`src/source/fetch_pkg.sv`:
```
package fetch_pkg;

  // core widths
  localparam int num_super  = 2;
  localparam int num_fb     = 8;  // power of two, pointers wrap
  localparam int fb_aw      = $clog2(num_fb);
  localparam int pc_w       = 64;
  localparam int inst_w     = 32;
  localparam int imem_depth = 256;
  localparam int imem_aw    = 8;
  localparam int axil_aw    = 12;
  localparam int axil_dw    = 32;
  localparam int disp_w     = 21; // branch displacement field

  localparam logic [pc_w-1:0] inst_bytes = 4;

  // unconditional branch opcodes
  localparam logic [5:0] op_br  = 6'h30;
  localparam logic [5:0] op_bsr = 6'h34;

  // register map, byte addresses
  localparam logic [axil_aw-1:0] reg_ctrl     = 12'h000;
  localparam logic [axil_aw-1:0] reg_redir_lo = 12'h008;
  localparam logic [axil_aw-1:0] reg_redir_hi = 12'h00C;
  localparam logic [axil_aw-1:0] imem_base    = 12'h400;

  localparam logic [1:0] resp_okay   = 2'b00;
  localparam logic [1:0] resp_slverr = 2'b10;

  typedef struct packed {
    logic [pc_w-1:0]   npc;
    logic [inst_w-1:0] inst;
    logic [pc_w-1:0]   target;
    logic              valid;
  } inst_entry_t;

  typedef struct packed {
    logic [num_super-1:0][pc_w-1:0]   npc;
    logic [num_super-1:0][inst_w-1:0] inst;
    logic [num_super-1:0][pc_w-1:0]   target;
    logic [num_super-1:0]             valid;
  } fetch_pair_t;

  typedef struct packed {
    logic [num_super-1:0][pc_w-1:0]   npc;
    logic [num_super-1:0][inst_w-1:0] inst;
    logic [num_super-1:0][pc_w-1:0]   target;
    logic                             valid;
  } fb_out_t;

  typedef struct packed {
    logic            run;
    logic            redirect;   // single cycle
    logic [pc_w-1:0] redirect_pc;
  } fetch_cfg_t;

  typedef struct packed {
    logic               en;
    logic [imem_aw-1:0] addr;
    logic [inst_w-1:0]  data;
  } imem_wr_t;

  typedef struct packed {
    logic               awvalid;
    logic [axil_aw-1:0] awaddr;
    logic               wvalid;
    logic [axil_dw-1:0] wdata;
    logic [3:0]         wstrb;
    logic               bready;
    logic               arvalid;
    logic [axil_aw-1:0] araddr;
    logic               rready;
  } axil_req_t;

  typedef struct packed {
    logic               awready;
    logic               wready;
    logic               bvalid;
    logic [1:0]         bresp;
    logic               arready;
    logic               rvalid;
    logic [axil_dw-1:0] rdata;
    logic [1:0]         rresp;
  } axil_rsp_t;

endpackage

```
`src/source/fetch_buffer.sv`:
```
module fetch_buffer (
  input  logic                   clock,
  input  logic                   arst_n,
  input  fetch_pkg::fetch_cfg_t  cfg,
  input  fetch_pkg::fetch_pair_t pair,
  input  logic                   decode_ready,
  output fetch_pkg::fb_out_t     dec_out,
  output logic                   fetch_en
);

  fetch_pkg::inst_entry_t [fetch_pkg::num_fb-1:0] fb;
  fetch_pkg::inst_entry_t [fetch_pkg::num_fb-1:0] fb_next;

  logic [fetch_pkg::fb_aw-1:0] head;
  logic [fetch_pkg::fb_aw-1:0] tail;
  logic [fetch_pkg::fb_aw-1:0] head_p1;
  logic [fetch_pkg::fb_aw-1:0] tail_p1;
  logic [fetch_pkg::fb_aw-1:0] head_next;
  logic [fetch_pkg::fb_aw-1:0] tail_next;
  logic                        take_one;
  logic                        take_two;
  logic                        pair_ready;
  logic                        pop;

  function automatic fetch_pkg::inst_entry_t slot_entry(
    input fetch_pkg::fetch_pair_t p,
    input int                     k
  );
    fetch_pkg::inst_entry_t e;
    e.npc    = p.npc[k];
    e.inst   = p.inst[k];
    e.target = p.target[k];
    e.valid  = 1'b1;
    return e;
  endfunction

  assign head_p1 = head + 1'b1;
  assign tail_p1 = tail + 1'b1;

  always_comb begin
    take_one = 1'b0;
    take_two = 1'b0;
    case (pair.valid)
      2'b01, 2'b10: take_one = 1'b1;
      2'b11:        take_two = 1'b1;
      default: ;
    endcase
  end

  // need a free slot at head for each live instruction
  assign fetch_en = cfg.run & ~cfg.redirect &
                    ((take_one & ~fb[head].valid) |
                     (take_two & ~fb[head].valid & ~fb[head_p1].valid));

  assign pair_ready = fb[tail].valid & fb[tail_p1].valid;
  assign pop        = dec_out.valid & decode_ready;

  always_comb begin
    dec_out.npc    = {fb[tail_p1].npc,    fb[tail].npc};
    dec_out.inst   = {fb[tail_p1].inst,   fb[tail].inst};
    dec_out.target = {fb[tail_p1].target, fb[tail].target};
    dec_out.valid  = pair_ready & cfg.run; // held while frozen
  end

  assign head_next = !fetch_en ? head :
                     take_two  ? head + 2'd2 : head_p1;
  assign tail_next = pop ? tail + 2'd2 : tail;

  always_comb begin
    fb_next = fb;
    if (fetch_en) begin
      if (take_two) begin
        fb_next[head]    = slot_entry(pair, 0);
        fb_next[head_p1] = slot_entry(pair, 1);
      end else begin
        fb_next[head] = slot_entry(pair, pair.valid[0] ? 0 : 1); // lone live slot
      end
    end
    if (pop) begin
      fb_next[tail].valid    = 1'b0;
      fb_next[tail_p1].valid = 1'b0;
    end
  end

  // payload fields keep their value through reset
  always_ff @(posedge clock or negedge arst_n) begin
    if (!arst_n) begin
      head <= '0;
      tail <= '0;
      for (int i = 0; i < fetch_pkg::num_fb; i++) begin
        fb[i].valid <= 1'b0;
      end
    end else if (cfg.redirect) begin
      head <= '0; // flush
      tail <= '0;
      for (int i = 0; i < fetch_pkg::num_fb; i++) begin
        fb[i].valid <= 1'b0;
      end
    end else if (cfg.run) begin
      fb   <= fb_next;
      head <= head_next;
      tail <= tail_next;
    end
  end

  a_no_fetch_on_redirect: assert property (@(posedge clock) disable iff (!arst_n)
    cfg.redirect |-> !fetch_en)
    else $error("fetch enabled during redirect");

  // tail only moves on a handed-over pair
  a_no_pop_when_invalid: assert property (@(posedge clock) disable iff (!arst_n)
    !dec_out.valid && !cfg.redirect |=> tail == $past(tail))
    else $error("pop without a valid pair");

endmodule

```
`config.mk`:
```
export PLATFORM = sky130hd
export DESIGN_NAME = fetch_buffer
export DESIGN_NICKNAME = d
export VERILOG_FILES = /design/src/source/fetch_pkg.sv /design/src/source/fetch_buffer.sv
export SDC_FILE = /design/constraint.sdc
export NUM_CORES = 2
export LEC_CHECK = 0
export ABC_AREA = 1
export BUFFER_PORTS_ARGS = -buffer_cell sky130_fd_sc_hd__buf_4
export CORE_MARGIN = 2
export CORE_UTILIZATION = 40
export DETAILED_ROUTE_END_ITERATION = 10
export PLACE_DENSITY = 0.59
export SLEW_MARGIN = 20
export SYNTH_ARGS = -nofsm -noshare
export SYNTH_HDL_FRONTEND = slang
export SYNTH_SLANG_ARGS = --single-unit
```
`constraint.sdc`:
```
create_clock -name clock -period 22.9 [get_ports clock]
set_clock_uncertainty 0.2 [all_clocks]
set_input_delay 1.145 -clock clock [delete_from_list [all_inputs] [get_ports clock]]
set_output_delay 1.145 -clock clock [all_outputs]
set_load 0.01 [all_outputs]
```
Word level (Yosys, flattened, before mapping)
Cells that the tools add are included.
{ "op_classes": {"bitwise_logic": 12, "order_cmp": 9, "eq_ne": 3, "n_addsub": 4, "mux": 52, "reduce_logical": 11} }
{ "op_table": {"columns": ["op", "count"], "rows": [
  ["$bwmux 1288", 5],
  ["$mux 1288", 3],
  ["$bmux 161 s3", 4],
  ["$demux 161 s3", 4],
  ["$mux 1128", 1],
  ["$mux 161", 4],
  ["$mux 64", 6],
  ["$mux 32", 3],
  ["$mux 3", 7],
  ["$lt 3x4->1 const B", 4],
  ["$mux 1", 15],
  ["$ge 3x1->1 const B", 4],
  ["$and 1x1->1", 8],
  ["$add 3x1->3 const B", 2],
  ["$add 3x2->3 const B", 2],
  ["$reduce_bool 2->1", 3],
  ["$eq 2x2->1 const B", 2],
  ["$logic_and 1x1->1", 4],
  ["$reduce_and 2->1", 2],
  ["$not 1->1", 3],
  ["$reduce_and 3->1", 1],
  ["$eq 2x1->1 const B", 1],
  ["$lt 1x2->1 const B", 1],
  ["$reduce_or 2->1", 1],
  ["$or 1x1->1", 1]
]} }
{ "totals": {"out_inout_bits": 322, "input_bits": 391, "reg_bits": 1294, "word_cells": 125} }

Depth between registers and ports, before layout
{ "depth": {"word_depth": 13, "depth_mapped": 12, "depth_no_buf": 12} }

Worst setup path before layout
No wires, ideal clock.
{ "synth_path": {"kind": "in2reg", "startpoint": "input pair[0] (netlist name)", "endpoint": "register fb[1128] (netlist name) (enable)", "n_path_buf": 1, "path_stages": 8, "arrival_time_ns": 8.712, "path_slack_ns": 13.306, "cell_sequence": "ha_1 buf_4 inv_1 nor2_1 nand3_1 nand2_1 nand3_1 nor2_1"} }
{ "synth_lines": {"columns": ["element", "line_no", "source"], "rows": [
  ["from (decl)", "fetch_buffer.sv:5", "input fetch_pkg::fetch_pair_t pair,"],
  ["to (signal assigned)", "fetch_buffer.sv:100", "fb <= fb_next;"],
  ["to (decl)", "fetch_buffer.sv:11", "fetch_pkg::inst_entry_t [fetch_pkg::num_fb-1:0] fb;"]
]} }

==> results.toml <==
[clock_tree]
h-tree-depth = 4
cts_buffer_depth = 3
cts-resized-gates = 0
cts_sinks = 1293
clkSlewWorstSetupHoldPaths_ns = 0.06
holdBufCountCts = 1
clockRootBuffer = "clkbuf_16"
numCtsBuffers = 143
cts_tree = "built"
cts_setup_buffers = 0
insertion_delay_ns = 0.80

[routing]
wl_per_cell_microns = 30.5
detail_route.iter0.violations = 6402
first_pass_iters = 6
dr_wl_met2_microns = 106000
wirelength_microns = 234000
via_count = 49864
highest_layer = "met5"
antenna_left = 0
post_drt_via_cell_ratio = 6.48
drc = 0
route.met3.wl_microns = 26500
wl_met1_microns = 91400

[synth]
synth_area_leaders = "edfxtp_1 63%, o22ai_1 16%, o21ai_0 5.3%"
avgSynthCellArea_sq_um = 11.8
yosysWarnings = 0
synthDominantCellAreaShare_pct = 63.1
synth-main-ff-cell = "edfxtp_1"
synth_nets = 5579
yosysTopAreaCell = "edfxtp_1"
synth_cell_types = 31
syn_area_sq_um = 60900
synth_edf_count = 1280
yosysSeqAreaShare_pct = 63.6
synth_common_cells = "1600 x o22ai_1, 1280 x edfxtp_1, 663 x nor2_1"
synth_seq_cells = 1293
synth_cells = 5177
async_flop_share_pct = 1.01
yosysMostFrequentCell = "o22ai_1"

[run]
cap_violations = 0

[status]
outcome = "finished clean"

[layout]
drive_gt1_share_pct = 18.7
layout.nets = 5947
area_growth_pct = 17.4

[sta]
slew_headroom_pct = 16.8
max_slew.worst_pin.slew_ns = 1.25
period_needed_ns = 6.73
drv_slew = 0
finalCritPeriodShare_pct = 29.4
timing.fmax_mhz = 149
grt_setup_unrepaired = "no"
tns_ns = 0
setup_viol = 0
finalHoldViolations = 0

[grt]
antenna_found_initial = 7
gr-total-overflow = 0
grt_max_degree = 181
grt_pass1_vias = 47743
grt_usage_pct = 29.0
grt_pass1_wl_microns = 335000

[floorplanning]
die_w_microns = 394
io_pins = 713
die_area_sq_um = 155000
core_sq_um = 152000
rows = 143
die_y_microns = 394
initial_core_util_pct = 40.2

[placement]
place_hpwl_microns = 121000
numPortBuffers = 648
gp_congestion = 0.804

[power_and_ir_drop]
total_power_mw = 5.35
leakagePower_nw = 24.5
p_per_area_nw_per_um2 = 74.8
ir_worst_vdd_uv = 64.0

[hold_path]
hp-class = "reg2reg"

[setup_path]
cp_data_arrival_time_ns = 5.38
cp.required_ns = 21.56
end_kind = "output pin"
path_class = "reg2out"
path_max_fanout = 73
startpoint_type = "register"
-- through the flow --
| stage | hold slack (ns) | std cells | utilization [%] | cell area [sq um] | setup slack, ns |
|---|---|---|---|---|---|
| after floorplan | 0.300 | 5177 | - | 60900 | 13.31 |
| final | 0.386 | 7693 | 47.2 | 71500 | 16.17 |
| after detailed placement | 0.368 | 7429 | 44.2 | 67000 | 16.29 |
| after global placement | 0.337 | 7429 | 44.2 | 67000 | 16.32 |
| after CTS | 0.363 | 7687 | 47.2 | 71500 | 16.23 |
| after global routing | 0.407 | 7693 | 47.2 | 71500 | 16.13 |
-- power by group --
part	internal [mW]	leakage, nW	total, mW	switching [mW]
sequential	2.62	12.0	2.62	0.00468
clock	1.25	2.19	2.25	1.00
combinational	0.162	10.4	0.474	0.312
total	4.03	24.5	5.35	1.32
-- cell type report --
cell class              count  area (sq um)
clock buffers             177          3750
clock inverters            80           729
well taps                2030          2540
inverters                 186           716
fillers                 13830         80000
repair buffers            731          5700
diodes                      6          15.0
flip-flops and latches   1293         38800
multi-input cells        3190         19300
-- per-layer routing --
metal / up-vias / track usage (%)
li1: 21266 / -
met1: 24691 / 40.1
met2: 3452 / 44.2
met3: 453 / 5.87
met4: 2 / 12.7
met5: - / 0
-- registers in the layout, summed over array words and instances, names as in the netlist --
| name | flops |
|---|---|
| tail | 2 |
| fb | 1288 |
| head | 3 |
-- kinds of logic (layout without fill, tap and decap cells) --
family | Yosys count | in the layout | synth area share (%)
AOI/OAI and AO/OA | 2262 | 2262 | 21.9
DFF | 1293 | 1293 | 63.6
and+or+nand+nor | 757 | 757 | 4.94
buffers and inverters | 694 | 1174 | 4.95
muxes | 160 | 160 | 4.39
adders and majority gates | 11 | 11 | 0.226
other | 0 | 6 | 0
-- critical path, stage by stage (launching register included) --
cell	delay, ns
dfrtp_4	1.03
buf_4	0.82
buf_4	0.80
buf_4	0.56
o21ai_0	0.17
o22ai_1	0.72
buf_4	0.25
-- placed cells by master, fill, tap and decap left out, types with 2 or more instances in the layout --
cell type	count
a21oi_1	14
buf_12	16
buf_4	712
buf_6	2
bufinv_16	7
clkbuf_1	32
clkbuf_16	145
clkinv_1	32
clkinv_16	3
clkinv_2	24
clkinv_4	2
clkinv_8	3
dfrtp_1	11
dfrtp_4	2
diode_2	6
edfxtp_1	1280
ha_1	11
inv_1	180
inv_16	4
inv_2	3
inv_6	4
inv_8	2
mux2i_1	60
mux2i_2	20
mux2i_4	80
nand2_1	40
nand2_4	9
nand3_1	32
nand4_4	8
nor2_1	655
nor2_4	9
o21ai_0	646
o22ai_1	1600
-- path summary, 6_finish.rpt --
check,start,end,slack (ns),depth (start not counted)
setup / recovery,tail[2]$_DFFE_PN0P_,dec_out[24],16.17,6
hold / removal,fb[1127]$_DFFE_PN0P_,fb[1127]$_DFFE_PN0P_,0.39,2
setup reg to reg,head[0]$_DFFE_PN0P_,fb[418]$_DFFE_PP_,17.31,12
hold reg to reg,fb[1127]$_DFFE_PN0P_,fb[1127]$_DFFE_PN0P_,0.39,2
max in group asynchronous,arst_n,tail[1]$_DFFE_PN0P_,21.76,2
min in group asynchronous,arst_n,tail[2]$_DFFE_PN0P_,0.54,2
(Power assumes the default switching activity.)
