## src/source/fetch_pkg.sv

```systemverilog
package fetch_pkg;

  // core widths
  localparam int num_super  = 2;
  localparam int num_fb     = 8;  // power of two, pointers wrap
  localparam int fb_aw      = $clog2(num_fb);
  localparam int pc_w       = 64;
  localparam int inst_w     = 32;
  localparam int imem_depth = 256;
  localparam int imem_aw    = 8;
  localparam int axil_aw    = 12;
  localparam int axil_dw    = 32;
  localparam int disp_w     = 21; // branch displacement field

  localparam logic [pc_w-1:0] inst_bytes = 4;

  // unconditional branch opcodes
  localparam logic [5:0] op_br  = 6'h30;
  localparam logic [5:0] op_bsr = 6'h34;

  // register map, byte addresses
  localparam logic [axil_aw-1:0] reg_ctrl     = 12'h000;
  localparam logic [axil_aw-1:0] reg_redir_lo = 12'h008;
  localparam logic [axil_aw-1:0] reg_redir_hi = 12'h00C;
  localparam logic [axil_aw-1:0] imem_base    = 12'h400;

  localparam logic [1:0] resp_okay   = 2'b00;
  localparam logic [1:0] resp_slverr = 2'b10;

  typedef struct packed {
    logic [pc_w-1:0]   npc;
    logic [inst_w-1:0] inst;
    logic [pc_w-1:0]   target;
    logic              valid;
  } inst_entry_t;

  typedef struct packed {
    logic [num_super-1:0][pc_w-1:0]   npc;
    logic [num_super-1:0][inst_w-1:0] inst;
    logic [num_super-1:0][pc_w-1:0]   target;
    logic [num_super-1:0]             valid;
  } fetch_pair_t;

  typedef struct packed {
    logic [num_super-1:0][pc_w-1:0]   npc;
    logic [num_super-1:0][inst_w-1:0] inst;
    logic [num_super-1:0][pc_w-1:0]   target;
    logic                             valid;
  } fb_out_t;

  typedef struct packed {
    logic            run;
    logic            redirect;   // single cycle
    logic [pc_w-1:0] redirect_pc;
  } fetch_cfg_t;

  typedef struct packed {
    logic               en;
    logic [imem_aw-1:0] addr;
    logic [inst_w-1:0]  data;
  } imem_wr_t;

  typedef struct packed {
    logic               awvalid;
    logic [axil_aw-1:0] awaddr;
    logic               wvalid;
    logic [axil_dw-1:0] wdata;
    logic [3:0]         wstrb;
    logic               bready;
    logic               arvalid;
    logic [axil_aw-1:0] araddr;
    logic               rready;
  } axil_req_t;

  typedef struct packed {
    logic               awready;
    logic               wready;
    logic               bvalid;
    logic [1:0]         bresp;
    logic               arready;
    logic               rvalid;
    logic [axil_dw-1:0] rdata;
    logic [1:0]         rresp;
  } axil_rsp_t;

endpackage

```

## src/source/fetch_stage.sv

```systemverilog
module fetch_stage (
  input  logic                                                  clock,
  input  logic                                                  arst_n,
  input  fetch_pkg::fetch_cfg_t                                 cfg,
  input  logic                                                  fetch_en,
  output logic [fetch_pkg::num_super-1:0][fetch_pkg::imem_aw-1:0] rd_addr,
  input  logic [fetch_pkg::num_super-1:0][fetch_pkg::inst_w-1:0]  rd_data,
  output fetch_pkg::fetch_pair_t                                pair
);

  logic [fetch_pkg::pc_w-1:0]                          pc;
  logic [fetch_pkg::pc_w-1:0]                          next_pc;
  logic [fetch_pkg::num_super-1:0][fetch_pkg::pc_w-1:0] slot_pc;
  logic [fetch_pkg::num_super-1:0]                     is_br;

  function automatic logic is_ubranch(input logic [fetch_pkg::inst_w-1:0] inst);
    logic [5:0] opc;
    opc = inst[31:26];
    return (opc == fetch_pkg::op_br) || (opc == fetch_pkg::op_bsr);
  endfunction

  // sign extended displacement, in bytes
  function automatic logic [fetch_pkg::pc_w-1:0] br_offset(
    input logic [fetch_pkg::inst_w-1:0] inst
  );
    logic [fetch_pkg::disp_w-1:0] disp;
    disp = inst[fetch_pkg::disp_w-1:0];
    return {{(fetch_pkg::pc_w-fetch_pkg::disp_w-2){disp[fetch_pkg::disp_w-1]}}, disp, 2'b00};
  endfunction

  always_comb begin
    slot_pc[0] = pc;
    for (int k = 1; k < fetch_pkg::num_super; k++) begin
      slot_pc[k] = slot_pc[k-1] + fetch_pkg::inst_bytes;
    end

    for (int k = 0; k < fetch_pkg::num_super; k++) begin
      rd_addr[k]     = slot_pc[k][fetch_pkg::imem_aw+1:2]; // wraps at end of memory
      is_br[k]       = is_ubranch(rd_data[k]);
      pair.inst[k]   = rd_data[k];
      pair.npc[k]    = slot_pc[k] + fetch_pkg::inst_bytes;
      pair.target[k] = is_br[k] ? pair.npc[k] + br_offset(rd_data[k]) : pair.npc[k];
    end

    // anything after a taken branch is dropped
    pair.valid[0] = 1'b1;
    for (int k = 1; k < fetch_pkg::num_super; k++) begin
      pair.valid[k] = pair.valid[k-1] & ~is_br[k-1];
    end

    // follow the last live slot
    next_pc = pair.target[0];
    for (int k = 1; k < fetch_pkg::num_super; k++) begin
      if (pair.valid[k]) next_pc = pair.target[k];
    end
  end

  always_ff @(posedge clock or negedge arst_n) begin
    if (!arst_n) begin
      pc <= '0;
    end else if (cfg.redirect) begin
      pc <= cfg.redirect_pc;
    end else if (fetch_en) begin
      pc <= next_pc;
    end
  end

endmodule

```

## config.mk

```make
export PLATFORM = sky130hd
export DESIGN_NAME = fetch_stage
export DESIGN_NICKNAME = d
export VERILOG_FILES = /design/src/source/fetch_pkg.sv /design/src/source/fetch_stage.sv
export SDC_FILE = /design/constraint.sdc
export NUM_CORES = 1
export LEC_CHECK = 0
export BUFFER_PORTS_ARGS = -buffer_cell sky130_fd_sc_hd__buf_2
export CAP_MARGIN = 20
export CORE_ASPECT_RATIO = 0.7
export CORE_MARGIN = 3
export CORE_UTILIZATION = 40
export DETAILED_ROUTE_END_ITERATION = 10
export GPL_TIMING_DRIVEN = 0
export HOLD_SLACK_MARGIN = 0.06
export PLACE_DENSITY_LB_ADDON = 0.05
export SYNTH_ARGS = -nofsm -noshare
export SYNTH_HDL_FRONTEND = slang
export SYNTH_SLANG_ARGS = --single-unit
```

## constraint.sdc

```tcl
create_clock -name clock -period 8.81 [get_ports clock]
set_clock_uncertainty 0.15 [all_clocks]
set_input_delay 1.3215 -clock clock [delete_from_list [all_inputs] [get_ports clock]]
set_output_delay 1.3215 -clock clock [all_outputs]
set_load 0.02 [all_outputs]
```

* Word level (Yosys, flattened, before mapping)
Index checks and enable logic that the tools add are counted.
** Storage, ports and cells
- Register bits :: 64
- Input port bits :: 133
- Output and inout port bits :: 338
- Logic and storage cells :: 18
** Operators by class
- $add $sub $neg :: 4
- Equal/unequal tests :: 4
- Multiplexer cells :: 5
- Bitwise operators :: 1
- Reduce and logical (&&, ||, !) cells :: 3
** Operator list (count)
- $mux 64 :: 5
- $add 64x3->64 const B :: 2
- $add 64x64->64 :: 2
- $eq 6x6->1 const B :: 4
- $logic_or 1x1->1 :: 2
- $reduce_bool 2->1 :: 1
- $not 1->1 :: 1

* Longest topological paths before layout
- Word-level depth :: 7
- Depth in mapped cells :: 25
- Mapped depth without buffers :: 23

* Worst setup path before layout
OpenSTA, ideal clock, no wires.
- Kind :: flip-flop to output port
- From :: register pc[17] (netlist bit)
- To :: output pair[127] (netlist bit)
- Arrival time :: 6.198 ns
- Data required time :: 7.339 ns
- Path slack :: 1.141 ns
- Stages on the path, launching flop included :: 25
- Buffers on the path :: 4
- Cell sequence :: dfrtp_1 > clkbuf_1 > inv_1 > or4_1 > buf_2 > or2_1 > buf_2 > xnor2_1 > or4b_2 > nor4_1 > nor2b_1 > nand4_1 > xnor2_1 > ha_1 > clkbuf_1 > a21o_1 > a21o_1 > a21o_1 > a21o_1 > a21oi_1 > nor2_1 > a211oi_1 > or2_2 > a21oi_1 > a211o_1
** RTL lines
- start: declaration :: line fetch_stage.sv:11 : logic [fetch_pkg::pc_w-1:0] pc;
- start signal: assignment :: line fetch_stage.sv:62 : pc <= cfg.redirect_pc;
- start signal: assignment :: line fetch_stage.sv:64 : pc <= next_pc;
- end: declaration :: line fetch_stage.sv:8 : output fetch_pkg::fetch_pair_t pair

==> impl_metrics.json <==
{
  "status": "complete, no violations",
  "design.die.area_um2": 42600,
  "cts_buffer_depth": 2,
  "start_util_pct": 41.1,
  "period_needed_ns": 8.69,
  "drc": 0,
  "layout-drive-gt1-share_pct": 24.4,
  "core_um2": 39000,
  "grt_usage_pct": 39.0,
  "synth_cell_type_count": 89,
  "cts_tree": "done",
  "synth_edf_count": 0,
  "drtPass1Iterations": 9,
  "top_regs": "pc: 64 flops",
  "p_int_w": 0.00128,
  "max_stage_delay_ns": 0.57,
  "wl_per_cell_um": 26.3,
  "post-route-period-util_pct": 98.6,
  "synth_area_leaders": "ha_1 (10%), dfrtp_1 (10%), xnor2_1 (8.0%)",
  "n_fill_cell": 4109,
  "place.gp.congestion": 1.04,
  "ys_async_sr_fraction_pct": 100,
  "cts-htree-levels": 3,
  "gr-total-overflow": 0,
  "avgSynthCellArea_um2": 6.84,
  "cpMostUsedCell": "nand4_1",
  "nets": 3082,
  "syn_to_final_growth_pct": 22.2,
  "final-setup-viol-count": 0,
  "netSwitchingFraction_pct": 56.9,
  "clock_latency_ns": 0.35,
  "finalSetupTns_ns": 0,
  "ys_seq_elements": 64,
  "finalWirelength_um": 88300,
  "regMostFlops": "pc",
  "hp-class": "reg -> reg",
  "cts_hold_buf": 0,
  "num_rows": 60,
  "required_ns": 7.34,
  "syn_area_um2": 16100,
  "via_count": 20800,
  "io_buffer_count": 455,
  "crit_slowest_cell": "nor4b_1",
  "power_switching_w": 0.00169,
  "comb_power_share_pct": 73.9,
  "cp_num_buf_inv": 3,
  "die_w_um": 245,
  "power_density_nw_per_um2": 151,
  "die_height_um": 174,
  "p_total_w": 0.00297,
  "final_hold_viol_count": 0,
  "synth_top_area_cell": "ha_1",
  "seqPwrFrac_pct": 12.8,
  "fmax_ghz": 0.115,
  "cts.sinks": 64,
  "ys.flop_type": "dfrtp_1",
  "end_kind": "output port",
  "antenna_left": 0,
  "grt_max_degree": 53,
  "vias_per_cell": 6.20,
  "synthesis.instances": 2349,
  "crit_chain": "buf_6 -> nand4_2 -> nor4_1 -> mux2i_1 -> nor4b_1 -> nand4_1 -> nor3_1 -> xnor2_1 -> ha_1 -> clkbuf_1 -> nand4_1 -> a2111oi_1 -> o211ai_1 -> and2_1 -> o21a_1 -> o211a_1 -> mux2_2 -> a211o_1 -> buf_2",
  "vdd_ir_drop_max_mv": 0.0692,
  "cp_top_family": "simple AND/OR/NAND/NOR gates",
  "yosysSeqAreaShare_pct": 9.97,
  "cts_root_buffer": "clkbuf_16",
  "cp-start-kind": "register",
  "relSlewSlack_pct": 19.7,
  "slew_violations": 0,
  "yosys_warnings": 0,
  "grt_pass1_wl_um": 124000,
  "crit_type": "reg -> out",
  "largest_register_ffs": 64,
  "dp_hpwl_um": 73900,
  "antenna_found_initial": 5,
  "cap_violations": 0,
  "netlist.area_leader.share_pct": 10.2,
  "critPathArrivalTime_ns": 7.21,
  "grt_pass1_vias": 18600,
  "ios": 471,
  "clk_pin_slew_worst_paths_ns": 0.08,
  "p_clk_share_pct": 13.4,
  "drt_iter0_markers": 2491,
  "synthesis.nets": 2615,
  "critPathMaxFanout": 10,
  "leakage_nw": 9.02,
  "cts_buffers": 9,
  "worstMarginPinSlew_ns": 1.20
}
[cell type report]
class	count	area (µm²)	share of cell area, %
inverter	108	405	2.07
multi-input combinational	1955	13100	66.7
clock buffer	9	225	1.15
clock inverter	7	80.1	0.408
tap	527	659	3.36
buffer	216	1190	6.04
timing repair buffer	462	2360	12.1
antenna	6	15.0	0.0765
sequential	64	1610	8.18
[final timing paths]
check / start / end / slack (ns) / cells after the start
worst max-delay path: pc[2] / pair[122] / 0.12 / 19
worst min-delay path: pc[0] / pc[0] / 0.46 / 1
worst max register to register: pc[4] / pc[54] / 1.51 / 23
worst min register to register: pc[0] / pc[0] / 0.46 / 1
max in group asynchronous: arst_n / pc[44] / 7.18 / 2
min in group asynchronous: arst_n / pc[4] / 0.74 / 1
[stage by stage]
step                std cells  instance area, µm²  utilization [%]  hold WS, ns  setup WS (ns)
CTS                      3350               19400             49.8        0.456         0.0429
floorplan                2349               16100                -        0.402           1.14
global route             3352               19600             50.3        0.490        -0.0522
finish                   3354               19600             50.3        0.456          0.125
global placement         3331               19000             48.7        0.416        -0.0587
detailed placement       3333               19000             48.8        0.440         -0.126
[layer usage]
metal | global-route usage [%] | part of all wire, %
met5 | 0 | 0.014
met4 | 10.6 | 2.9
met3 | 16.9 | 16
met2 | 50.6 | 37
met1 | 57.1 | 44
[cells by family after synthesis]
| family | Yosys count | share of synthesized area, % |
|---|---|---|
| compound gates | 710 | 28.3 |
| xor+xnor | 210 | 11.6 |
| fa+ha+maj | 133 | 10.5 |
| buf+inv | 330 | 10.0 |
| flops | 64 | 9.97 |
| mux | 36 | 2.46 |
| other cells | 1 | 0.0233 |
| simple gates | 865 | 27.1 |
[worst register-to-register path: stages (launching register included)]
cell	delay, ns
dfrtp_1	0.38
buf_2	0.19
nand3_2	0.19
clkbuf_1	0.46
nor4_1	0.16
xnor2_1	0.91
and3_1	0.33
and3_1	0.24
nand4b_1	0.25
or2_0	0.44
nor2_1	0.27
xnor2_1	0.20
ha_1	0.34
a21o_1	0.19
a21o_1	0.17
a21oi_1	0.29
nand2_1	0.17
nand3_1	0.15
a211oi_2	0.08
or2_2	0.36
a311o_1	0.35
nand2_1	0.15
a2bb2oi_1	0.57
a31oi_1	0.17
[power by group through the flow]
stage | Clock, W | Sequential [W] | Combinational, W
finish | 0.000397 | 0.000380 | 0.00219
global route | 0.000401 | 0.000382 | 0.00232
detailed placement | 0 | 0.000378 | 0.00209
CTS | 0.000390 | 0.000373 | 0.00210
floorplan | 0 | 0.000362 | 0.00140
global placement | 0 | 0.000377 | 0.00208
[placed cells by master (no fill, tap or decap), types with 66 or more instances in the layout]
cell type,instances
a21o_1,95
a21oi_1,170
buf_2,463
buf_4,99
clkbuf_1,106
ha_1,130
inv_1,107
nand2_1,295
nand3_1,66
nand4_1,67
nor2_1,150
o21ai_0,186
xnor2_1,138
[repair_timing]
| action | 4_1_cts | 5_1_grt |
|---|---|---|
| endpoints found under the setup margin | 19 | 24 |
| gates resized for setup | 15 | 29 |
| pin swaps | 1 | 3 |
| hold endpoints to repair | 0 | 0 |
| buffers inserted | 1 | 3 |
[cell usage after synthesis, types with 25 or more instances]
library cell,n
nand2_1,295
o21ai_0,186
a21oi_1,170
nor2_1,150
xnor2_1,147
ha_1,131
clkbuf_1,112
inv_1,107
a21o_1,95
buf_4,93
nand4_1,67
nand3_1,66
dfrtp_1,64
xor2_1,61
nor3_1,56
and3_1,39
a31oi_1,35
nor4_1,35
or3_1,31
o21a_1,29
mux2_2,28
o21bai_1,25
No activity file was read; power rests on OpenSTA's default activity.
