===== config.mk =====
export PLATFORM = sky130hd
export DESIGN_NAME = fetch_ctrl_regs
export DESIGN_NICKNAME = d
export VERILOG_FILES = /design/src/source/fetch_pkg.sv /design/src/source/fetch_ctrl_regs.sv
export SDC_FILE = /design/constraint.sdc
export NUM_CORES = 1
export LEC_CHECK = 0
export ABC_CLOCK_PERIOD_IN_PS = 2200
export BUFFER_PORTS_ARGS = -buffer_cell sky130_fd_sc_hd__buf_2
export CORE_AREA = 5 5 112 114
export CTS_CLUSTER_DIAMETER = 120
export DETAILED_ROUTE_END_ITERATION = 16
export DIE_AREA = 0 0 117 119
export GPL_TIMING_DRIVEN = 0
export PLACE_DENSITY = 0.72
export SYNTH_ARGS = -nofsm -noshare
export SYNTH_HDL_FRONTEND = slang
export SYNTH_SLANG_ARGS = --single-unit

===== constraint.sdc =====
create_clock -name clock -period 2.2 [get_ports clock]
set_input_delay 0.11 -clock clock [delete_from_list [all_inputs] [get_ports clock]]
set_output_delay 0.11 -clock clock [all_outputs]
set_load 0.005 [all_outputs]

===== src/source/fetch_pkg.sv =====
package fetch_pkg;

  // core widths
  localparam int num_super  = 2;
  localparam int num_fb     = 8;  // power of two, pointers wrap
  localparam int fb_aw      = $clog2(num_fb);
  localparam int pc_w       = 64;
  localparam int inst_w     = 32;
  localparam int imem_depth = 256;
  localparam int imem_aw    = 8;
  localparam int axil_aw    = 12;
  localparam int axil_dw    = 32;
  localparam int disp_w     = 21; // branch displacement field

  localparam logic [pc_w-1:0] inst_bytes = 4;

  // unconditional branch opcodes
  localparam logic [5:0] op_br  = 6'h30;
  localparam logic [5:0] op_bsr = 6'h34;

  // register map, byte addresses
  localparam logic [axil_aw-1:0] reg_ctrl     = 12'h000;
  localparam logic [axil_aw-1:0] reg_redir_lo = 12'h008;
  localparam logic [axil_aw-1:0] reg_redir_hi = 12'h00C;
  localparam logic [axil_aw-1:0] imem_base    = 12'h400;

  localparam logic [1:0] resp_okay   = 2'b00;
  localparam logic [1:0] resp_slverr = 2'b10;

  typedef struct packed {
    logic [pc_w-1:0]   npc;
    logic [inst_w-1:0] inst;
    logic [pc_w-1:0]   target;
    logic              valid;
  } inst_entry_t;

  typedef struct packed {
    logic [num_super-1:0][pc_w-1:0]   npc;
    logic [num_super-1:0][inst_w-1:0] inst;
    logic [num_super-1:0][pc_w-1:0]   target;
    logic [num_super-1:0]             valid;
  } fetch_pair_t;

  typedef struct packed {
    logic [num_super-1:0][pc_w-1:0]   npc;
    logic [num_super-1:0][inst_w-1:0] inst;
    logic [num_super-1:0][pc_w-1:0]   target;
    logic                             valid;
  } fb_out_t;

  typedef struct packed {
    logic            run;
    logic            redirect;   // single cycle
    logic [pc_w-1:0] redirect_pc;
  } fetch_cfg_t;

  typedef struct packed {
    logic               en;
    logic [imem_aw-1:0] addr;
    logic [inst_w-1:0]  data;
  } imem_wr_t;

  typedef struct packed {
    logic               awvalid;
    logic [axil_aw-1:0] awaddr;
    logic               wvalid;
    logic [axil_dw-1:0] wdata;
    logic [3:0]         wstrb;
    logic               bready;
    logic               arvalid;
    logic [axil_aw-1:0] araddr;
    logic               rready;
  } axil_req_t;

  typedef struct packed {
    logic               awready;
    logic               wready;
    logic               bvalid;
    logic [1:0]         bresp;
    logic               arready;
    logic               rvalid;
    logic [axil_dw-1:0] rdata;
    logic [1:0]         rresp;
  } axil_rsp_t;

endpackage


===== src/source/fetch_ctrl_regs.sv =====
module fetch_ctrl_regs (
  input  logic                   clock,
  input  logic                   arst_n,
  input  fetch_pkg::axil_req_t   axil_req,
  output fetch_pkg::axil_rsp_t   axil_rsp,
  output fetch_pkg::fetch_cfg_t  cfg,
  output fetch_pkg::imem_wr_t    imem_wr
);

  logic                          run;
  logic [fetch_pkg::axil_dw-1:0] redir_lo;
  logic [fetch_pkg::axil_dw-1:0] redir_hi;
  logic [fetch_pkg::axil_dw-1:0] hi_merged; // high word with strobes applied
  logic [fetch_pkg::axil_dw-1:0] lo_merged;
  logic [fetch_pkg::axil_aw-1:0] mem_off;
  logic                          wr_accept;
  logic                          rd_accept;
  logic                          wr_ctrl;
  logic                          wr_lo;
  logic                          wr_hi;
  logic                          wr_mem;
  logic                          bvalid;
  logic [1:0]                    bresp;
  logic                          rvalid;
  logic [1:0]                    rresp;
  logic [fetch_pkg::axil_dw-1:0] rdata;
  logic [fetch_pkg::axil_dw-1:0] rd_word;
  logic                          rd_hit;

  function automatic logic [fetch_pkg::axil_dw-1:0] merge_strb(
    input logic [fetch_pkg::axil_dw-1:0] old_word,
    input logic [fetch_pkg::axil_dw-1:0] new_word,
    input logic [3:0]                    strb
  );
    logic [fetch_pkg::axil_dw-1:0] res;
    res = old_word;
    for (int b = 0; b < 4; b++) begin
      if (strb[b]) res[8*b +: 8] = new_word[8*b +: 8];
    end
    return res;
  endfunction

  // one write and one read in flight at most
  assign wr_accept = axil_req.awvalid & axil_req.wvalid & ~bvalid;
  assign rd_accept = axil_req.arvalid & ~rvalid;

  assign wr_ctrl = wr_accept & (axil_req.awaddr == fetch_pkg::reg_ctrl);
  assign wr_lo   = wr_accept & (axil_req.awaddr == fetch_pkg::reg_redir_lo);
  assign wr_hi   = wr_accept & (axil_req.awaddr == fetch_pkg::reg_redir_hi);
  assign wr_mem  = wr_accept & (axil_req.awaddr[11:10] == 2'b01); // 0x400..0x7fc

  assign lo_merged = merge_strb(redir_lo, axil_req.wdata, axil_req.wstrb);
  assign hi_merged = merge_strb(redir_hi, axil_req.wdata, axil_req.wstrb);

  // memory writes are whole words
  assign mem_off      = axil_req.awaddr - fetch_pkg::imem_base;
  assign imem_wr.en   = wr_mem;
  assign imem_wr.addr = mem_off[fetch_pkg::imem_aw+1:2];
  assign imem_wr.data = axil_req.wdata;

  // new pc is visible in the same cycle as the pulse
  assign cfg.run         = run;
  assign cfg.redirect    = wr_hi;
  assign cfg.redirect_pc = {(wr_hi ? hi_merged : redir_hi), redir_lo};

  always_comb begin
    rd_hit  = 1'b1;
    rd_word = '0;
    case (axil_req.araddr)
      fetch_pkg::reg_ctrl:     rd_word[0] = run;
      fetch_pkg::reg_redir_lo: rd_word = redir_lo;
      fetch_pkg::reg_redir_hi: rd_word = redir_hi;
      default:                 rd_hit = 1'b0; // includes the memory window
    endcase
  end

  always_ff @(posedge clock or negedge arst_n) begin
    if (!arst_n) begin
      run      <= 1'b0;
      redir_lo <= '0;
      redir_hi <= '0;
      bvalid   <= 1'b0;
      bresp    <= fetch_pkg::resp_okay;
      rvalid   <= 1'b0;
      rresp    <= fetch_pkg::resp_okay;
    end else begin
      if (wr_ctrl && axil_req.wstrb[0]) run <= axil_req.wdata[0];
      if (wr_lo) redir_lo <= lo_merged;
      if (wr_hi) redir_hi <= hi_merged;

      if (wr_accept) begin
        bvalid <= 1'b1;
        bresp  <= (wr_ctrl | wr_lo | wr_hi | wr_mem) ? fetch_pkg::resp_okay
                                                      : fetch_pkg::resp_slverr;
      end else if (axil_req.bready) begin
        bvalid <= 1'b0;
      end

      if (rd_accept) begin
        rvalid <= 1'b1;
        rresp  <= rd_hit ? fetch_pkg::resp_okay : fetch_pkg::resp_slverr;
      end else if (axil_req.rready) begin
        rvalid <= 1'b0;
      end
    end
  end

  always_ff @(posedge clock) begin
    if (rd_accept) rdata <= rd_word;
  end

  assign axil_rsp.awready = wr_accept;
  assign axil_rsp.wready  = wr_accept;
  assign axil_rsp.bvalid  = bvalid;
  assign axil_rsp.bresp   = bresp;
  assign axil_rsp.arready = rd_accept;
  assign axil_rsp.rvalid  = rvalid;
  assign axil_rsp.rdata   = rdata;
  assign axil_rsp.rresp   = rresp;

  a_bvalid_hold: assert property (@(posedge clock) disable iff (!arst_n)
    bvalid && !axil_req.bready |=> bvalid)
    else $error("bvalid dropped before bready");

  a_rvalid_hold: assert property (@(posedge clock) disable iff (!arst_n)
    rvalid && !axil_req.rready |=> rvalid && $stable(rdata))
    else $error("read response changed before rready");

  a_redirect_pulse: assert property (@(posedge clock) disable iff (!arst_n)
    cfg.redirect |=> !cfg.redirect)
    else $error("redirect held for two cycles");

endmodule


# Yosys cells after proc, flatten, opt, wreduce, memory -nomap -nowiden
# Cells that the tools add are included.
[word_totals] register_bits=103 latchBits=0 ramBits=0 mem_bits_ro=0 inputBits=67 out_inout_bits=148 wordCells=53 n_memories=0
[op_classes] addsub=1 multipliers=0 div_mod_pow=0 magnitude_cmp=0 n_eq_ne=5 n_shift=0 n_mux=14 bitwise=12 reduce_logical=10
[ops] cell="31-bit one-hot mux with 2 select lines" count=1
[ops] cell="12-bit by 4-bit == test with 1-bit output (second input constant)" count=4
[ops] cell="32-bit two-way mux" count=1
[ops] cell="8-bit two-way mux" count=4
[ops] cell="12-bit zero test" count=2
[ops] cell="10-bit by 1-bit subtractor with 10-bit output (second input constant)" count=1
[ops] cell="2-bit AND reduction" count=4
[ops] cell="1-bit bitwise AND" count=7
[ops] cell="1-bit two-way mux" count=5
[ops] cell="2-bit two-way mux" count=2
[ops] cell="2-bit nonzero test" count=2
[ops] cell="1-bit bitwise OR" count=3
[ops] cell="1-bit one-hot mux with 3 select lines" count=1
[ops] cell="3-bit OR reduction" count=1
[ops] cell="2-bit by 1-bit == test with 1-bit output (second input constant)" count=1
[ops] cell="1-bit inverter" count=2
[ops] cell="1-bit logical AND" count=1

# Longest topological paths before layout
# Gate-level depths: netlist (run 1).
[depth] depth_word=7 ltp_mapped=5 ltp_nobuf=3

# Worst setup path after synthesis (run 1)
# Ideal clock, no wire load.
[synth_path] path_type="register to register" start="register rvalid" end="register rdata[0] (netlist name) (enable)" setup_time_ns=0.430 t_arrival_ns=1.946 t_required_ns=1.770 setup_slack_ns=-0.175 stages_incl_launch_ff=2 path_buffers=0 synth_period_minus_slack_ns=2.375 path_cell_list="dfrtp_1 nor2b_1"
[synth_between] elab_chain_len=2
[synth_lines] element="start, declared" line="fetch_ctrl_regs.sv:24" text="logic rvalid;"
[synth_lines] element="start signal, assigned" line="fetch_ctrl_regs.sv:84" text="rvalid <= 1'b0;"
[synth_lines] element="start signal, assigned" line="fetch_ctrl_regs.sv:100" text="rvalid <= 1'b1;"
[synth_lines] element="start signal, assigned" line="fetch_ctrl_regs.sv:103" text="rvalid <= 1'b0;"
[synth_lines] element="1-bit inverter" line="fetch_ctrl_regs.sv:45" text="assign rd_accept = axil_req.arvalid & ~rvalid;"
[synth_lines] element="1-bit bitwise AND" line="fetch_ctrl_regs.sv:45"
[synth_lines] element="via rd_accept" line="fetch_ctrl_regs.sv:17" text="logic rd_accept;"
[synth_lines] element="end signal, assigned" line="fetch_ctrl_regs.sv:109" text="if (rd_accept) rdata <= rd_word;"
[synth_lines] element="end, declared" line="fetch_ctrl_regs.sv:26" text="logic [fetch_pkg::axil_dw-1:0] rdata;"
# The timed path passes the listed nets, and every way through them passes these cells.
# A chain may end at the register's enable or synchronous reset.

# Worst setup path in the final report (run 1)
[layout_path] start="register bvalid" end="register redir_lo[4] (netlist name)"
[layout_between] elab_chain_len=4
[layout_lines] element="start, declared" line="fetch_ctrl_regs.sv:22" text="logic bvalid;"
[layout_lines] element="start signal, assigned" line="fetch_ctrl_regs.sv:82" text="bvalid <= 1'b0;"
[layout_lines] element="start signal, assigned" line="fetch_ctrl_regs.sv:92" text="bvalid <= 1'b1;"
[layout_lines] element="start signal, assigned" line="fetch_ctrl_regs.sv:96" text="bvalid <= 1'b0;"
[layout_lines] element="1-bit inverter" line="fetch_ctrl_regs.sv:44" text="assign wr_accept = axil_req.awvalid & axil_req.wvalid & ~bvalid;"
[layout_lines] element="1-bit bitwise AND" line="fetch_ctrl_regs.sv:44"
[layout_lines] element="1-bit bitwise AND" line="fetch_ctrl_regs.sv:48" text="assign wr_lo = wr_accept & (axil_req.awaddr == fetch_pkg::reg_redir_lo);"
[layout_lines] element="2-bit AND reduction (no source line)"
[layout_lines] element="end signal, assigned" line="fetch_ctrl_regs.sv:88" text="if (wr_lo) redir_lo <= lo_merged;"
[layout_lines] element="end, declared" line="fetch_ctrl_regs.sv:11" text="logic [fetch_pkg::axil_dw-1:0] redir_lo;"
# No other way between the ends.

==> results by stage, run 1 <==
Place:
- Detailed placement ended at an HPWL of between 9 and 10 mm.
- The count of input and output buffers is 211.
- The routability congestion estimate from global placement is between 0.7 and 0.8.
- The instance count after placement with tap cells included is between 600 and 700.

Setup path:
- The critical path's slowest cell is or4_1.
- The worst endpoint required time is roughly 2.4 ns.
- In this design, the stage delay of the slowest critical-path cell is roughly 0.47 ns.
- The biggest fanout along the worst timing path is 8.
- Traced cell by cell, the critical path runs through nand4b_1 -> buf_4 -> buf_4 -> or4_1 -> buf_2 -> mux2_2.
- The data arrival time of the critical path is around 2.4 ns.
- The endpoint class of the critical path is a flip-flop.
- The worst setup path is launched from a flip-flop.
- By instance count, the cell type seen most on the critical path is buf_4.
- The setup path with the least slack is of type reg2reg.

Die:
- The effective utilization at floorplan is 0.412.
- The total area inside the core boundary comes to about 11000 µm².
- After floorplanning, the core was divided into 39 placement rows.
- From left edge to right edge, the die measures 117 µm.
- The boundary pin count is between 200 and 250.
- The height of the die is roughly 120 µm.
- The floorplan step defined a die boundary enclosing ~14000 µm².

GRT:
- The first global-routing pass estimated roughly 19 mm of wire.
- The total global routing track utilization is 0.172.
- In this run the most used layer during global routing was met2.
- The global-route track usage on met1 is 0.212.
- The maximum number of pins on one net before global-route repair is 70.
- The via count of the first global-routing pass was around 3700.
- The met3 track utilization from global routing is 0.0634.
- For this run, global-route usage on met2 was measured as 0.285.
- Summed over all layers, the global routing overflow is 0.
- The number of antenna violations at the first check in global routing is 1.

STA:
- The number of setup violations in the final report is 0.
- The share of the cycle needed by the critical path after routing is 0.982.
- For the pin with the worst max-slew slack, the measured transition is between 0.9 and 1 ns.
- After routing, the total negative slack on setup checks comes to 0 ns.
- The max-slew violation total from the final report is 0.
- The final worst clock skew is 0.0130 ns.
- The minimum period implied by the final worst setup slack is about 2.2 ns.
- The total count of hold-check failures in the final report was 0.
- Headroom to the max-slew limit came out at 0.400.
- The maximum clock rate is around 460 MHz.
- Setup repair after global routing left no endpoint under its margin.

Detailed routing:
- The remaining routing DRC violations is 0.
- Before antenna repair, the detailed router went through 4 iterations.
- The mean number of vias per cell is around 4.8.
- The routed wire length is roughly 12 mm.
- The number of vias after detailed routing is between 3000 and 4000.
- The number of DRC violations after detailed-routing iteration 0 is ~190.
- In this run the remaining antenna-violating nets after routing total 0.
- The average wire per standard cell is between 15 and 20 µm.

Synth:
- After synthesis, the mean cell area works out to 13.9 µm².
- Synthesis produced between 300 and 400 cells.
- The number of warnings printed during yosys synthesis is 0.
- The number of distinct library cells after synthesis is 31.
- The total standard cell area after synthesis is ~4700 µm².
- The sequential element share of the synthesized area is 0.576.
- The number of storage elements in the synthesis netlist is 101.

Clock network:
- The clock tree from TritonCTS is done.
- Counting the buffers created by CTS gives 9.
- The clock passes through at most 2 buffers.
- The tree built by TritonCTS fans out to between 100 and 150 sinks.
- The clock edge transition at the registers on the reported setup and hold paths is about 0.07 ns.
- The clock reaches the later pin of the worst-skew pair after 0.34 ns.
- In this run the clock root is driven by a clkbuf_16.
- In this run the number of H-tree levels came out at 3.

Run status:
- The run finished with clean final reports.

Power and ir drop:
- The total internal power is a little over 3000 µW.
- The part of the power in registers is 0.501.
- The switching share of power is 0.223.
- The peak ir drop on the vdd network is about 0.00035 V.
- Summed over all cells, the static leakage comes to 0.00341 µW.
- The combinational group share of total power is 0.099.
- In this run the power spent charging and discharging nets is approximately 900 µW.
- The power per cell area is just over 600 nW/µm².
- Of the total power, the clock network draws 0.400.

Cells and area:
- The net count of the finished layout is 640.
- The post-layout instance count excluding filler cells is 721.
- For this run, the share of the core covered by cells in the final layout is 0.568.
- The layout has between 900 and 1000 filler cells.
- The diode insertion count for antenna repair is 0.
- The area added between synthesis and finish is 37.8%.
- Of the cells placed in the final design, the portion with a size suffix greater than 1 is 0.625.

Worst hold path:
- The type of the most critical hold path is in2reg.

Job:
- The reported max-cap violation count is 0.
## synthesized netlist by cell type
| master | n | area (µm²) |
|---|---|---|
| or4b_1 | 1 | 10.0 |
| and2_1 | 1 | 6.26 |
| and3_1 | 1 | 6.26 |
| nand3b_1 | 1 | 7.51 |
| buf_1 | 3 | 11.3 |
| dfrtp_1 | 69 | 1730 |
| clkbuf_1 | 5 | 18.8 |
| or4bb_1 | 1 | 11.3 |
| a21oi_1 | 1 | 5.00 |
| a31oi_1 | 1 | 6.26 |
| nand2b_1 | 2 | 12.5 |
| nor4_1 | 4 | 25.0 |
| mux2_1 | 4 | 45.0 |
| or4_1 | 4 | 30.0 |
| o41ai_1 | 1 | 8.76 |
| buf_4 | 50 | 375 |
| nand2_1 | 1 | 3.75 |
| mux2_2 | 61 | 687 |
| nor4_4 | 7 | 149 |
| edfxtp_1 | 32 | 961 |
| conb_1 | 1 | 3.75 |
| nand4b_1 | 4 | 35.0 |
| nor2b_1 | 2 | 12.5 |
| o21ai_0 | 3 | 15.0 |
| nor2_1 | 35 | 131 |
| buf_2 | 4 | 20.0 |
| nand3_1 | 1 | 5.00 |
| or2_2 | 1 | 6.26 |
| mux2i_1 | 32 | 320 |
| inv_1 | 2 | 7.51 |
| nand4_1 | 1 | 6.26 |
## state kept, by name, indices dropped and copies added (netlist names)
name / cells
bvalid: 1
rdata: 32
redir_hi: 32
rvalid: 1
bresp: 1
run: 1
rresp: 1
redir_lo: 32
## cells in the final DEF (no fill, tap or decap), types with 2 or more instances in the layout
cell,instances
mux2i_1,32
mux2_1,3
conb_1,2
nand4b_1,4
inv_1,2
mux2_4,9
nand2b_1,2
buf_4,59
clkbuf_1,7
nor2_1,35
buf_1,3
o21ai_0,3
or4_1,4
nor4_1,4
clkbuf_16,9
buf_2,212
dlygate4sd3_1,3
edfxtp_1,32
buf_12,3
dfrtp_1,69
mux2_2,53
nor4_4,7
## timing repair
item | in CTS | in global routing
cloned | 0 | 0
hold buffers | 3 | 0
endpoints found under the setup margin | 32 | 36
buffers inserted | 9 | 1
resized for setup | 11 | 4
pin swaps | 4 | 5
hold endpoints to repair | 71 | 0
## through the flow
step           hold slack (ns)  instance area, µm²  total power (µW)  setup slack, ns
6_report                0.0266                6430              4000           0.0397
5_1_grt                 0.0169                6430              4180          0.00299
4_1_cts                 0.0143                6420              4050          0.00141
3_5_place_dp             0.297                5950              2430           -0.280
3_3_place_gp             0.290                5910              2410           -0.250
2_1_floorplan           -0.186                4680              2200            0.289
## power groups by stage
| stage | registers [µW] | logic [µW] | clock network [µW] |
|---|---|---|---|
| 2_1_floorplan | 2040 | 154 | 0 |
| 3_3_place_gp | 2040 | 368 | 0 |
| 3_5_place_dp | 2040 | 389 | 0 |
| 4_1_cts | 2000 | 403 | 1640 |
| 5_1_grt | 2010 | 437 | 1740 |
| 6_report | 2000 | 397 | 1600 |
## final timing paths
check	from	to	slack [ns]	cells after the start
setup / recovery	bvalid$_DFFE_PN0P_	redir_lo[4]$_DFFE_PN0P_	0.04	6
hold / removal	axil_req[42]	redir_lo[23]$_DFFE_PN0P_	0.03	2
setup reg to reg	bvalid$_DFFE_PN0P_	redir_lo[4]$_DFFE_PN0P_	0.04	6
hold reg to reg	bresp[1]$_DFFE_PN0P_	bresp[1]$_DFFE_PN0P_	0.50	2
max in group asynchronous	arst_n	redir_lo[10]$_DFFE_PN0P_	1.18	2
min in group asynchronous	arst_n	redir_lo[26]$_DFFE_PN0P_	0.42	2
## area by class of cell
class / instances / area, µm² / area share
repair buffers: 225 / 1230 / 0.192
inverters: 2 / 7.51 / 0.00117
clock inverters: 4 / 55.1 / 0.00856
clock buffers: 12 / 246 / 0.0383
well taps: 143 / 179 / 0.0278
flip-flops and latches: 101 / 2690 / 0.418
plain buffers: 62 / 430 / 0.0669
multi-input cells: 172 / 1590 / 0.248
## routing by layer
| metal | share of wire | wire [µm] |
|---|---|---|
| met2 | 0.49 | 5880 |
| met3 | 0.094 | 1130 |
| met1 | 0.40 | 4860 |
| met5 | 0.00092 | 11 |
| met4 | 0.010 | 123 |
## critical path, delay by kind of cell, from the launching register on
family	cells	cell delay (ns)
AND/OR/NAND/NOR	2	0.78
buffers and inverters	3	0.53
multiplexers	1	0.29
flip-flops	1	0.43
## logic make-up (layout without fill, tap and decap cells)
family,after synthesis,count (layout),share of synthesized area
DFF,101,101,0.576
muxes,97,97,0.225
and+or+nand+nor,67,67,0.0981
buffers and inverters,64,305,0.0927
AOI/OAI and AO/OA,6,6,0.00750
other,1,2,0.000803
Power figures use the tool's default switching activity.
==> run 2: changes to the inputs <==
- ABC_AREA: default -> 1
- ABC_CLOCK_PERIOD_IN_PS: 2200 -> 2800
- CORE_AREA: 5 5 112 114 -> 5 5 106 108
- DIE_AREA: 0 0 117 119 -> 0 0 111 113
- PLACE_DENSITY: 0.72 -> 0.81
- clock period: 2.2 -> 2.8 ns (I/O delays scaled with it)
==> run 2 against run 1 <==
Against the previous run: sequential share of layout area shrank 0.73 points; wire length grew 28%; worst setup slack improved by 0.58 ns; critical path depth rose by 1; power down 31%; sequential power is 21% lower; count of clock-buffer cells in the layout is 2 lower; final area rose by 1.8%; critical path type is now reg2out; largest cell class unchanged.
==> results by stage, run 2 <==
Synth:
- After synthesis, the cell types taking the most area are dfrtp_1 (34%), edfxtp_1 (19%), nand2_1 (13%).
- The largest total area in the synthesized netlist belongs to dfrtp_1.
- The mean cell area of the mapped netlist is 9.35 µm².
- The area fraction of the dominant cell type after synthesis is 0.338.
- The prevailing post-synth register cell is dfrtp_1.
- In this run, synthesis inferred 32 flip-flops with an integrated enable.
- Yosys printed 0 warnings.
- By area, the combinational part of the netlist is dominated by simple AND/OR/NAND/NOR gates.
- The most repeated cell in the gate-level netlist after synthesis is nand2_1.
- The basic-gate share of the synthesized area counting and, or, nand and nor cells is 0.254.
- The post-synthesis xor/xnor area fraction is 0.
- The synthesized design contains around 100 register bits.
- Counting instances in the post-synthesis netlist gives the leading cell types as nand2_1 (177), dfrtp_1 (69), buf_4 (51).
- Synthesis produced roughly 550 cells.
- The number of distinct library cells after synthesis is 26.
- Of the total synthesized cell area, the portion taken by full adders, half adders and majority gates is 0.
- Of the post-synthesis cell area, the part taken by muxes is 0.0627.
- The total standard cell area after synthesis is ~5100 µm².
- Of all flip-flops after synthesis, the portion carrying an async set or reset was 0.683.
- The synthesized-area fraction occupied by ao, oa, aoi and oai cells is 0.0343.
- The share of the Yosys chip area taken by registers is 0.526.

Clock network:
- The deepest level of the CTS H-tree is 3.
- The clock edge transition at the registers on the reported setup and hold paths is about 0.1 ns.
- The worst-skew pair later-pin latency is around 0.35 ns.
- The setup fix buffers added after clock tree synthesis is 0.
- The buffer depth of the longest clock path is 2.
- The total clock buffers created by CTS is 9.
- TritonCTS built the clock tree.
- The CTS sink count is ~100.
- The clock root buffer is clkbuf_8.

Die:
- The core region area is about 10000 µm².
- In this run the core area contains 37 standard-cell rows.
- The boundary pin count is around 220.
- The die covers roughly 13000 µm².
- Measured along the y axis, the die boundary spans around 110 µm.
- The effective utilization at floorplan is 0.504.
- The width of the die is between 100 and 150 µm.

GRT:
- The number of antenna violations at the first check in global routing is 0.
- The first global-routing pass estimated 24.5 mm of wire.
- Entering global routing, the biggest net connects 70 pins.
- The via count of the first global-routing pass is about 4800.
- Global routing finished with a remaining overflow of 0.
- The total global routing track utilization is 0.240.

Power and ir drop:
- The power after layout is between 2000 and 3000 µW.
- Of the total power, the clock network draws 0.299.
- Internal power comes to approximately 2100 µW.
- The peak ir drop on the vdd network is approximately 0.00031 V.
- The net switching component of the power is 714 µW.
- The analysis attributes to cell leakage a power of 0.00363 µW.
- Of the total power, the share spent switching nets is 0.258.
- For this design the ratio of total power to cell area is roughly 420 nW/µm².
- The part of the power in registers is 0.570.
- The combinational group share of total power is 0.131.

Setup path:
- The slowest stage of the critical path is the dfrtp_1 cell.
- Traced cell by cell, the critical path runs through inv_2 -> nand3_2 -> inv_2 -> nand3_2 -> buf_2 -> o21ai_1 -> buf_2.
- The highest cell delay on the worst timing path is between 0.4 and 0.5 ns.
- The startpoint-to-endpoint class of the critical path is reg2out.
- STA classifies the critical path endpoint as an output pin.
- Data on the critical path is required at its endpoint by 2.66 ns.
- Data on the critical path arrives at its endpoint at just over 2 ns.
- The biggest fanout along the worst timing path is 10.
- STA classifies the critical path startpoint as a flip-flop.

Cells and area:
- In the final design database the tool counted about 840 nets.
- The most common library cell in the layout ignoring fill and taps is buf_2.
- The number of fill cells in the layout is roughly 850.
- Of the cells placed in the final design, the portion with a size suffix greater than 1 is 0.408.
- The diode insertion count for antenna repair is 0.
- The largest registers in the layout are rdata: 32 flops, redir_hi: 32 flops, redir_lo: 32 flops.
- From synthesis to final layout, the design area changed by 28.3%.
- The area taken by multi-input logic gates is ~1800 µm².
- The sequential cell area in the final layout is around 2700 µm².
- The library cells used most frequently in the layout, excluding fill and tap cells, are buf_2 (224), nand2_1 (177), dfrtp_1 (69).

Run status:
- The run finished with clean final reports.

Detailed routing:
- The routed wire length is roughly 15 mm.
- After detailed routing, the average wire length per cell comes to roughly 17 µm.
- The first routing iteration left 369 violations.
- The residual antenna-violating net count after detailed routing is 0.
- The number of vias after detailed routing is 4722.
- In the routed design, unresolved DRC markers number 0.
- The first detailed-routing pass ran for 5 iterations.
- In the routed layout, each cell is associated on average with a via count of just over 5.

STA:
- The actual slew at the worst max-slew pin is slightly above 0.9 ns.
- The minimum period implied by the final worst setup slack is around 2.2 ns.
- Derived from the worst setup path, the maximum achievable clock frequency is about 460 MHz.
- The worst slew margin relative to its limit is 0.395.
- The max-slew violation total from the final report is 0.
- The share of the cycle needed by the critical path after routing is 0.779.
- The post-route setup TNS is 0 ns.
- The total count of hold-check failures in the final report is 0.
- The final worst clock skew is approximately 0.011 ns.
- Setup repair after global routing left no endpoint under its margin.
- Setup violations remaining at the end of the flow were counted as 0.
- The worst path meets setup with 0.619 ns of slack.

Place:
- The count of input and output buffers is around 210.
- The placed wire-length estimate after detailed placement is about 11 mm.
- The post-placement worst setup slack is between 0.9 and 1 ns.
- Routability-driven placement finished with a final weighted congestion of roughly 0.84.

Job:
- The tool flagged a number of max-cap violations equal to 0.

Worst hold path:
- The worst hold path belongs to the class in2reg.
==> run 2: final cells by class <==
cell class / count / area share
Timing Repair Buffer: 212 / 0.168
Sequential cell: 101 / 0.410
Inverter: 13 / 0.00745
Clock buffer: 10 / 0.0195
Buffer: 81 / 0.0875
Multi-Input combinational cell: 352 / 0.275
Tap cell: 136 / 0.0260
Clock inverter: 6 / 0.00612
==> run 2: layer usage <==
layer	GRT usage	part of all wire
met4	0.0764	0.015
met1	0.293	0.39
met2	0.426	0.52
met3	0.0535	0.080
met5	0	0
==> run 2: kinds of logic after synthesis <==
kind of cell,count (synthesis)
other cells,1
mux,32
compound gates,35
buf+inv,94
simple gates,283
flops,101
==> run 2: critical path: cells and delay by family, from the launching register on <==
family / cells / cell delay (ns)
buffers and inverters: 4 / 0.71
flip-flops: 1 / 0.41
AND/OR/NAND/NOR: 2 / 0.35
AO/OA/AOI/OAI: 1 / 0.22
==> run 2: worst paths after layout <==
kind                                      start                      to  slack (ns)  depth (start not counted)
max in group asynchronous                arst_n  redir_hi[12]$_DFF_PN0_        1.73                          2
min in group asynchronous                arst_n   redir_hi[2]$_DFF_PN0_        0.47                          2
max reg2reg                  rvalid$_DFFE_PN0P_     rdata[25]$_DFFE_PP_        1.17                          4
min                                axil_req[13]      rvalid$_DFFE_PN0P_        0.04                          3
max                          bvalid$_DFFE_PN0P_                 cfg[42]        0.62                          7
min reg2reg                rresp[1]$_DFFE_PN0P_    rresp[1]$_DFFE_PN0P_        0.50                          2
==> run 2: power by group through the flow <==
stage          clock network, µW  logic, µW  registers (µW)
5_1_grt                      904        398            1580
3_3_place_gp                   0        344            1610
3_5_place_dp                   0        361            1610
2_1_floorplan                  0        159            1610
4_1_cts                      839        366            1580
6_report                     829        362            1580
==> run 2: repair_timing <==
| action | CTS | global route |
|---|---|---|
| gates resized for setup | 0 | 0 |
| hold endpoints to repair | 71 | 0 |
| hold buffers | 3 | 0 |
==> run 2: metrics by stage <==
step,hold slack (ns),instances,utilization,area (µm²)
detailed placement,0.317,892,0.626,6350
global placement,0.326,891,0.623,6320
CTS,0.0359,911,0.646,6550
finish,0.0441,911,0.646,6550
floorplan,-0.156,547,-,5110
global route,0.0482,911,0.646,6550
